File: src/rtl/dadda_mul_cfg.svh
// width macros for operands, half operands, tiles and the quarter count
`ifndef DADDA_MUL_CFG_SVH
`define DADDA_MUL_CFG_SVH

// full operand width of the multiplier
`define DADDA_OP_W      32

// half operand, one 16 by 16 lane
`define DADDA_HALF_W    16

// leaf tile operand width
`define DADDA_TILE_W    8

// quarter products per level
`define DADDA_QUARTERS  4

`endif

File: src/rtl/dadda_mul_pkg.sv
// operand, quarter and product types plus full adder and half adder bit functions
`default_nettype none

`include "dadda_mul_cfg.svh"

package dadda_mul_pkg;

    typedef logic [`DADDA_OP_W-1:0]     op_t;
    typedef logic [`DADDA_HALF_W-1:0]   half_t;
    typedef logic [2*`DADDA_HALF_W-1:0] quarter_t;

    // index order is low by low, low by high, high by low, high by high
    typedef quarter_t [`DADDA_QUARTERS-1:0] quarter_arr_t;

    typedef logic [2*`DADDA_OP_W-1:0] product_t;

    function automatic logic fa_sum(input logic x, input logic y, input logic z);
        return x ^ y ^ z;
    endfunction

    // majority of the three inputs
    function automatic logic fa_carry(input logic x, input logic y, input logic z);
        return (x & y) | (x & z) | (y & z);
    endfunction

    function automatic logic ha_sum(input logic x, input logic y);
        return x ^ y;
    endfunction

    function automatic logic ha_carry(input logic x, input logic y);
        return x & y;
    endfunction

endpackage

`default_nettype wire

File: src/rtl/dadda_8.sv
// 8 by 8 dadda tile with partial products, four reduction stages and a final ripple adder
`default_nettype none

`include "dadda_mul_cfg.svh"

module dadda_8
    import dadda_mul_pkg::*;
(
    input  logic [`DADDA_TILE_W-1:0]   a,
    input  logic [`DADDA_TILE_W-1:0]   b,
    output logic [2*`DADDA_TILE_W-1:0] y
);

    // pp[i][j] is a[j] and b[i] with weight i + j
    logic [`DADDA_TILE_W-1:0][`DADDA_TILE_W-1:0] pp;

    // sums and carries of the stages 8 to 6, 6 to 4, 4 to 3 and 3 to 2
    logic [5:0]  s1, c1;
    logic [13:0] s2, c2;
    logic [9:0]  s3, c3;
    logic [11:0] s4, c4;

    // two rows left for the final adder
    logic [14:0] row_a;
    logic [14:1] row_b;
    logic [15:2] rc;

    // carry in the upper bit and sum in the lower
    function automatic logic [1:0] fa3(input logic p, input logic q, input logic r);
        return {fa_carry(p, q, r), fa_sum(p, q, r)};
    endfunction

    function automatic logic [1:0] ha2(input logic p, input logic q);
        return {ha_carry(p, q), ha_sum(p, q)};
    endfunction

    always_comb begin
        for (int i = 0; i < `DADDA_TILE_W; i++) begin
            for (int j = 0; j < `DADDA_TILE_W; j++) begin
                pp[i][j] = a[j] & b[i];
            end
        end
    end

    // height 8 to 6 over columns 6 to 9
    assign {c1[0], s1[0]} = ha2(pp[6][0], pp[5][1]);
    assign {c1[1], s1[1]} = fa3(pp[7][0], pp[6][1], pp[5][2]);
    assign {c1[2], s1[2]} = ha2(pp[4][3], pp[3][4]);
    assign {c1[3], s1[3]} = fa3(pp[7][1], pp[6][2], pp[5][3]);
    assign {c1[4], s1[4]} = ha2(pp[4][4], pp[3][5]);
    assign {c1[5], s1[5]} = fa3(pp[7][2], pp[6][3], pp[5][4]);

    // height 6 to 4 over columns 4 to 11
    assign {c2[0], s2[0]}   = ha2(pp[4][0], pp[3][1]);
    assign {c2[1], s2[1]}   = fa3(pp[5][0], pp[4][1], pp[3][2]);
    assign {c2[2], s2[2]}   = ha2(pp[2][3], pp[1][4]);
    assign {c2[3], s2[3]}   = fa3(s1[0], pp[4][2], pp[3][3]);
    assign {c2[4], s2[4]}   = fa3(pp[2][4], pp[1][5], pp[0][6]);
    assign {c2[5], s2[5]}   = fa3(s1[1], s1[2], c1[0]);
    assign {c2[6], s2[6]}   = fa3(pp[2][5], pp[1][6], pp[0][7]);
    assign {c2[7], s2[7]}   = fa3(s1[3], s1[4], c1[1]);
    assign {c2[8], s2[8]}   = fa3(c1[2], pp[2][6], pp[1][7]);
    assign {c2[9], s2[9]}   = fa3(s1[5], c1[3], c1[4]);
    assign {c2[10], s2[10]} = fa3(pp[4][5], pp[3][6], pp[2][7]);
    assign {c2[11], s2[11]} = fa3(pp[7][3], pp[6][4], c1[5]);
    assign {c2[12], s2[12]} = fa3(pp[5][5], pp[4][6], pp[3][7]);
    assign {c2[13], s2[13]} = fa3(pp[7][4], pp[6][5], pp[5][6]);

    // height 4 to 3 over columns 3 to 12
    assign {c3[0], s3[0]} = ha2(pp[3][0], pp[2][1]);
    assign {c3[1], s3[1]} = fa3(s2[0], pp[2][2], pp[1][3]);
    assign {c3[2], s3[2]} = fa3(s2[1], s2[2], c2[0]);
    assign {c3[3], s3[3]} = fa3(s2[3], c2[1], c2[2]);
    assign {c3[4], s3[4]} = fa3(s2[5], c2[3], c2[4]);
    assign {c3[5], s3[5]} = fa3(s2[7], c2[5], c2[6]);
    assign {c3[6], s3[6]} = fa3(s2[9], c2[7], c2[8]);
    assign {c3[7], s3[7]} = fa3(s2[11], c2[9], c2[10]);
    assign {c3[8], s3[8]} = fa3(s2[13], c2[11], c2[12]);
    assign {c3[9], s3[9]} = fa3(pp[7][5], pp[6][6], pp[5][7]);

    // height 3 to 2 over columns 2 to 13
    assign {c4[0], s4[0]}   = ha2(pp[2][0], pp[1][1]);
    assign {c4[1], s4[1]}   = fa3(s3[0], pp[1][2], pp[0][3]);
    assign {c4[2], s4[2]}   = fa3(s3[1], c3[0], pp[0][4]);
    assign {c4[3], s4[3]}   = fa3(s3[2], c3[1], pp[0][5]);
    assign {c4[4], s4[4]}   = fa3(s3[3], c3[2], s2[4]);
    assign {c4[5], s4[5]}   = fa3(s3[4], c3[3], s2[6]);
    assign {c4[6], s4[6]}   = fa3(s3[5], c3[4], s2[8]);
    assign {c4[7], s4[7]}   = fa3(s3[6], c3[5], s2[10]);
    assign {c4[8], s4[8]}   = fa3(s3[7], c3[6], s2[12]);
    assign {c4[9], s4[9]}   = fa3(s3[8], c3[7], pp[4][7]);
    assign {c4[10], s4[10]} = fa3(s3[9], c3[8], c2[13]);
    assign {c4[11], s4[11]} = fa3(pp[7][6], pp[6][7], c3[9]);

    // column k of both rows has weight k
    assign row_a = {pp[7][7], s4, pp[1][0], pp[0][0]};
    assign row_b = {c4, pp[0][2], pp[0][1]};

    // column 0 holds a single bit and column 1 only two
    assign y[0]  = row_a[0];
    assign y[1]  = ha_sum(row_a[1], row_b[1]);
    assign rc[2] = ha_carry(row_a[1], row_b[1]);

    for (genvar k = 2; k < 15; k++) begin : g_ripple
        assign y[k]    = fa_sum(row_a[k], row_b[k], rc[k]);
        assign rc[k+1] = fa_carry(row_a[k], row_b[k], rc[k]);
    end

    // top column holds only the last carry
    assign y[15] = rc[15];

endmodule

`default_nettype wire

File: src/rtl/quarter_combiner.sv
// quarter product combiner with one 3-to-2 row and a ripple adder
`default_nettype none

module quarter_combiner
    import dadda_mul_pkg::*;
#(
    parameter int half_w = 16
) (
    input  logic [2*half_w-1:0] q0,
    input  logic [2*half_w-1:0] q1,
    input  logic [2*half_w-1:0] q2,
    input  logic [2*half_w-1:0] q3,
    output logic [4*half_w-1:0] y
);

    // third csa row, q0 upper half below q3 lower half
    logic [2*half_w-1:0] row_x;

    // csa column j has weight half_w + j
    logic [2*half_w-1:0] s;
    logic [2*half_w-1:0] c;

    // rc[j] is the carry into column j of the ripple
    logic [3*half_w:2] rc;

    assign row_x = {q3[half_w-1:0], q0[2*half_w-1:half_w]};

    for (genvar j = 0; j < 2*half_w; j++) begin : g_csa
        assign s[j] = fa_sum(row_x[j], q1[j], q2[j]);
        assign c[j] = fa_carry(row_x[j], q1[j], q2[j]);
    end

    // low half of q0 has nothing to add
    assign y[half_w-1:0] = q0[half_w-1:0];
    assign y[half_w]     = s[0];
    assign y[half_w+1]   = ha_sum(s[1], c[0]);
    assign rc[2]         = ha_carry(s[1], c[0]);

    for (genvar j = 2; j < 2*half_w; j++) begin : g_ripple
        assign y[half_w+j] = fa_sum(s[j], c[j-1], rc[j]);
        assign rc[j+1]     = fa_carry(s[j], c[j-1], rc[j]);
    end

    // last csa carry meets the first q3 bit above the csa row
    assign y[3*half_w]    = fa_sum(q3[half_w], c[2*half_w-1], rc[2*half_w]);
    assign rc[2*half_w+1] = fa_carry(q3[half_w], c[2*half_w-1], rc[2*half_w]);

    // remaining q3 bits only take the carry
    for (genvar j = 2*half_w + 1; j < 3*half_w; j++) begin : g_tail
        assign y[half_w+j] = ha_sum(q3[j-half_w], rc[j]);
        assign rc[j+1]     = ha_carry(q3[j-half_w], rc[j]);
    end

    // quarters of a real product never overflow 4*half_w bits
    always_comb begin
        a_no_carry_out: assert final (rc[3*half_w] == 1'b0)
            else $error("quarter combiner carry out of the top column");
    end

endmodule

`default_nettype wire

File: src/rtl/dadda_16.sv
// 16 by 16 multiplier from four dadda tiles and a quarter combiner
`default_nettype none

`include "dadda_mul_cfg.svh"

module dadda_16
    import dadda_mul_pkg::*;
(
    input  half_t    a,
    input  half_t    b,
    output quarter_t y
);

    logic [`DADDA_TILE_W-1:0] a_lo;
    logic [`DADDA_TILE_W-1:0] a_hi;
    logic [`DADDA_TILE_W-1:0] b_lo;
    logic [`DADDA_TILE_W-1:0] b_hi;

    // tile products, same quarter order as the top level
    logic [2*`DADDA_TILE_W-1:0] p_ll;
    logic [2*`DADDA_TILE_W-1:0] p_lh;
    logic [2*`DADDA_TILE_W-1:0] p_hl;
    logic [2*`DADDA_TILE_W-1:0] p_hh;

    assign a_lo = a[`DADDA_TILE_W-1:0];
    assign a_hi = a[2*`DADDA_TILE_W-1:`DADDA_TILE_W];
    assign b_lo = b[`DADDA_TILE_W-1:0];
    assign b_hi = b[2*`DADDA_TILE_W-1:`DADDA_TILE_W];

    dadda_8 tile_ll (.a(a_lo), .b(b_lo), .y(p_ll));
    dadda_8 tile_lh (.a(a_lo), .b(b_hi), .y(p_lh));
    dadda_8 tile_hl (.a(a_hi), .b(b_lo), .y(p_hl));
    dadda_8 tile_hh (.a(a_hi), .b(b_hi), .y(p_hh));

    quarter_combiner #(
        .half_w(`DADDA_TILE_W)
    ) comb_i (
        .q0(p_ll),
        .q1(p_lh),
        .q2(p_hl),
        .q3(p_hh),
        .y (y)
    );

endmodule

`default_nettype wire

File: src/rtl/product_assembler.sv
// quarter product registers and the final combiner for the 64-bit product
`default_nettype none

`include "dadda_mul_cfg.svh"

module product_assembler
    import dadda_mul_pkg::*;
(
    input  logic         clk,
    input  logic         arst_n,
    input  quarter_arr_t quarters,
    output product_t     y
);

    // the only pipeline stage of the multiplier
    quarter_arr_t quarters_q;

    always_ff @(posedge clk or negedge arst_n) begin
        if (!arst_n) begin
            quarters_q <= '0;
        end else begin
            quarters_q <= quarters;
        end
    end

    // y follows the registers with no further delay
    quarter_combiner #(
        .half_w(`DADDA_HALF_W)
    ) comb_i (
        .q0(quarters_q[0]),
        .q1(quarters_q[1]),
        .q2(quarters_q[2]),
        .q3(quarters_q[3]),
        .y (y)
    );

    // lanes upstream must deliver fully known quarters every cycle
    a_quarters_known: assert property (
        @(posedge clk) disable iff (!arst_n) !$isunknown(quarters_q)
    ) else $error("unknown bits in registered quarter products");

endmodule

`default_nettype wire

File: src/rtl/dadda_mul_top.sv
// 32 by 32 dadda multiplier top with four 16 by 16 lanes and the product assembler
`default_nettype none

`include "dadda_mul_cfg.svh"

module dadda_mul_top
    import dadda_mul_pkg::*;
(
    input  logic     clk,
    input  logic     arst_n,
    input  op_t      a,
    input  op_t      b,
    output product_t y
);

    // index 0 is the low half, 1 the high half
    half_t [1:0] a_half;
    half_t [1:0] b_half;

    quarter_arr_t quarters;

    assign a_half = a;
    assign b_half = b;

    // lane q takes a half q/2 and b half q%2
    for (genvar q = 0; q < `DADDA_QUARTERS; q++) begin : g_lane
        dadda_16 mul_i (
            .a(a_half[q/2]),
            .b(b_half[q%2]),
            .y(quarters[q])
        );
    end

    product_assembler asm_i (
        .clk     (clk),
        .arst_n  (arst_n),
        .quarters(quarters),
        .y       (y)
    );

endmodule

`default_nettype wire

File: config.mk
export PLATFORM = sky130hd
export DESIGN_NAME = dadda_mul_top
export DESIGN_NICKNAME = d
export VERILOG_FILES = /design/src/rtl/dadda_mul_pkg.sv /design/src/rtl/dadda_8.sv /design/src/rtl/quarter_combiner.sv /design/src/rtl/dadda_16.sv /design/src/rtl/product_assembler.sv /design/src/rtl/dadda_mul_top.sv
export VERILOG_INCLUDE_DIRS = /design/src /design/src/rtl
export SDC_FILE = /design/constraint.sdc
export NUM_CORES = 2
export LEC_CHECK = 0
export BUFFER_PORTS_ARGS = -buffer_cell sky130_fd_sc_hd__buf_2
export CAP_MARGIN = 20
export CORE_UTILIZATION = 53
export CTS_BUF_LIST = sky130_fd_sc_hd__clkbuf_16
export CTS_CLUSTER_SIZE = 10
export DETAILED_ROUTE_END_ITERATION = 16
export PLACE_DENSITY_LB_ADDON = 0.2
export SLEW_MARGIN = 20
export SYNTH_ARGS = -nofsm -noshare
export SYNTH_HDL_FRONTEND = slang
export SYNTH_HIERARCHICAL = 1
export SYNTH_SLANG_ARGS = --single-unit
File: constraint.sdc
create_clock -name clk -period 45.8 [get_ports clk]
set_input_delay 9.16 -clock clk [delete_from_list [all_inputs] [get_ports clk]]
set_output_delay 9.16 -clock clk [all_outputs]
set_load 0.005 [all_outputs]
==> run metrics <==
status=complete, no violations; switching part of the total=approximately half; area leader, netlist=fa_1; Cell Rows=92; Max Slew Vio Count=0; DR pass1 iterations=5; max FFs per register=about 130; sequential area share after synthesis=under 10%; power density cells=~68 nW/um^2; diode count=0; Die Y=257 um; Mapped Cells=3327; relative slew slack=roughly a third; most common cell after layout, fill and taps aside=inv_1; total power=~2.5 mW; Die X=approximately 260 um; TritonCTS clock tree=done; antenna viol nets, final=0; Nets=4647; area share of the largest cell type after synthesis=between 50% and 60%; Synth cell types=8; drt drc=0; I/O Buffers=129; Reg power frac=about a tenth; setup violators final=0; crit path time final=around 28 ns; Synth Net Count=4519; clock sinks=roughly 130; root buffer cell=clkbuf_16; gr usage total=between 20% and 30%; Max Fclk=between 30 and 40 MHz; H-tree levels=4; Clk pwr share=6.1%; Comb power frac=84.0%; Worst Setup Start Kind=flop; WL final=80000 um; first-pass GRT wire length=~140000 um; crit path DAT=roughly 19 ns; Max IR drop VDD=0.0604 mV; # Max-Cap Violations=0; GPL Wtd Cong=approximately 0.84; most used cell, CP=fa_1; initial cell density of the core=between 50% and 60%; min-delay worst type=input pin to asynchronous set/reset pin; Hold Vio Cnt, Final=0; Routed WL per cell=~19 um; initial detailed-routing violation count=~900; core box area=around 64000 sq um; #FFs+latches synth=~130; Overflow after GRT=0; top post-synthesis cells by area=fa_1, and2_1, inv_1; Clock Pin Slew Worst Setup and Hold Paths=around 0.070 ns; dpl hpwl=59200 um; commonest cells after routing, fill and taps aside=inv_1, fa_1, and2_1; vias per cell=between 5 and 6; critical path endpoint category=primary output; slowest stage delay, CP=approximately 0.54 ns; registers with the most flip-flops=asm_i/quarters_q: 128 flops; P&R area growth vs syn=6.36%; CTS max path bufs=2; CP Class=flop to primary output; worst path required time=about 37 ns; pin count of the biggest net entering global routing=72; Syn Area/Cell=10.3 sq um; initial antenna violation count=2; accumulated negative setup slack=0 ns; post-cts sizing count=0; register name with the most flops=asm_i/quarters_q; internal power=1.24 mW; total of fill cells in the finished design=roughly 5500; actual slew at the worst max-slew pin=0.976 ns; Ports=130; post-CTS setup buffer count=0; Net Switching=around 1.2 mW; vias in the first global route=25811; leakage power=roughly 19 nW; hold buffer count at cts=0; Critical Path Slowest Stage Cell=fa_1; CP max FO=1; share of cells above drive strength 1=under 10%; vias=~22000; total CTS buffers=17; Final period util=between 60% and 70%; synth warn=6; RSZ-0062 raised after global routing=no; Setup Slack @ Placement=roughly 18 ns; Cell Area, Synth=roughly 34000 sq um; Final WS setup=between 15 and 20 ns; Die Area=between 60000 and 70000 sq um
logic make-up (layout without fill, tap and decap cells):
family        count (synthesis)  in the layout  share of synthesized area, %
fa+ha+maj                  1126           1126                          61.9
buf+inv                    1044           1184                          11.9
simple gates               1024           1024                          16.8
flops                       128            128                          9.32
xor+xnor                      5              5                         0.127
per-layer routing:
| layer | track usage [%] | routed length, um | vias to the layer above |
|---|---|---|---|
| met2 | 46.1 | 41000 | 501 |
| met1 | 35.5 | 33100 | 11975 |
| met5 | 0 | 13 | - |
| li1 | - | - | 9392 |
| met3 | 3.43 | 3780 | 119 |
| met4 | 8.15 | 2130 | 2 |
Yosys cell counts:
cell,count
and2_1,768
buf_4,48
dfrtp_1,128
fa_1,955
ha_1,171
inv_1,996
nand2_1,256
xor2_1,5
worst paths after layout:
path                                        end            startpoint  depth (start not counted)
setup / recovery                          y[63]  asm_i/quarters_q[17]                         53
max in group asynchronous  asm_i/quarters_q[63]                arst_n                          2
hold / removal             asm_i/quarters_q[65]                arst_n                          1
min in group clk            asm_i/quarters_q[0]                  b[0]                          2
power by group through the flow:
stage	Sequential, mW	Clock, mW	Combinational [mW]
after floorplan	0.235	0	1.26
after global placement	0.246	0	2.06
after detailed placement	0.248	0	2.11
after CTS	0.246	0.155	2.14
after global routing	0.251	0.158	2.38
final	0.245	0.151	2.08
layout make-up:
cell class | instances | area [sq um] | share of cell area, %
inverter | 996 | 3740 | 10.2
sequential | 128 | 3200 | 8.76
tap | 846 | 1060 | 2.90
clock inverter | 14 | 200 | 0.548
multi-input combinational | 2155 | 27100 | 74.0
timing repair buffer | 157 | 862 | 2.36
clock buffer | 17 | 425 | 1.16
critical path, delay by kind of cell, from the launching register on:
| kind | cells | cell delay (ns) |
|---|---|---|
| fa+ha+maj | 47 | 17.47 |
| flops | 1 | 0.32 |
| buf+inv | 5 | 0.35 |
| xor+xnor | 1 | 0.15 |
metrics by stage:
step                      instance area, sq um  hold slack [ns]  util [%]  cells
after floorplan                          34400             8.86         -   3327
after global placement                   35900             9.17      56.5   4282
after detailed placement                 35900             9.18      56.5   4282
after CTS                                36600             8.67      57.5   4313
after global routing                     36600             8.70      57.5   4313
final                                    36600             8.67      57.5   4313
Note: power is estimated with default switching activity, not from simulation.
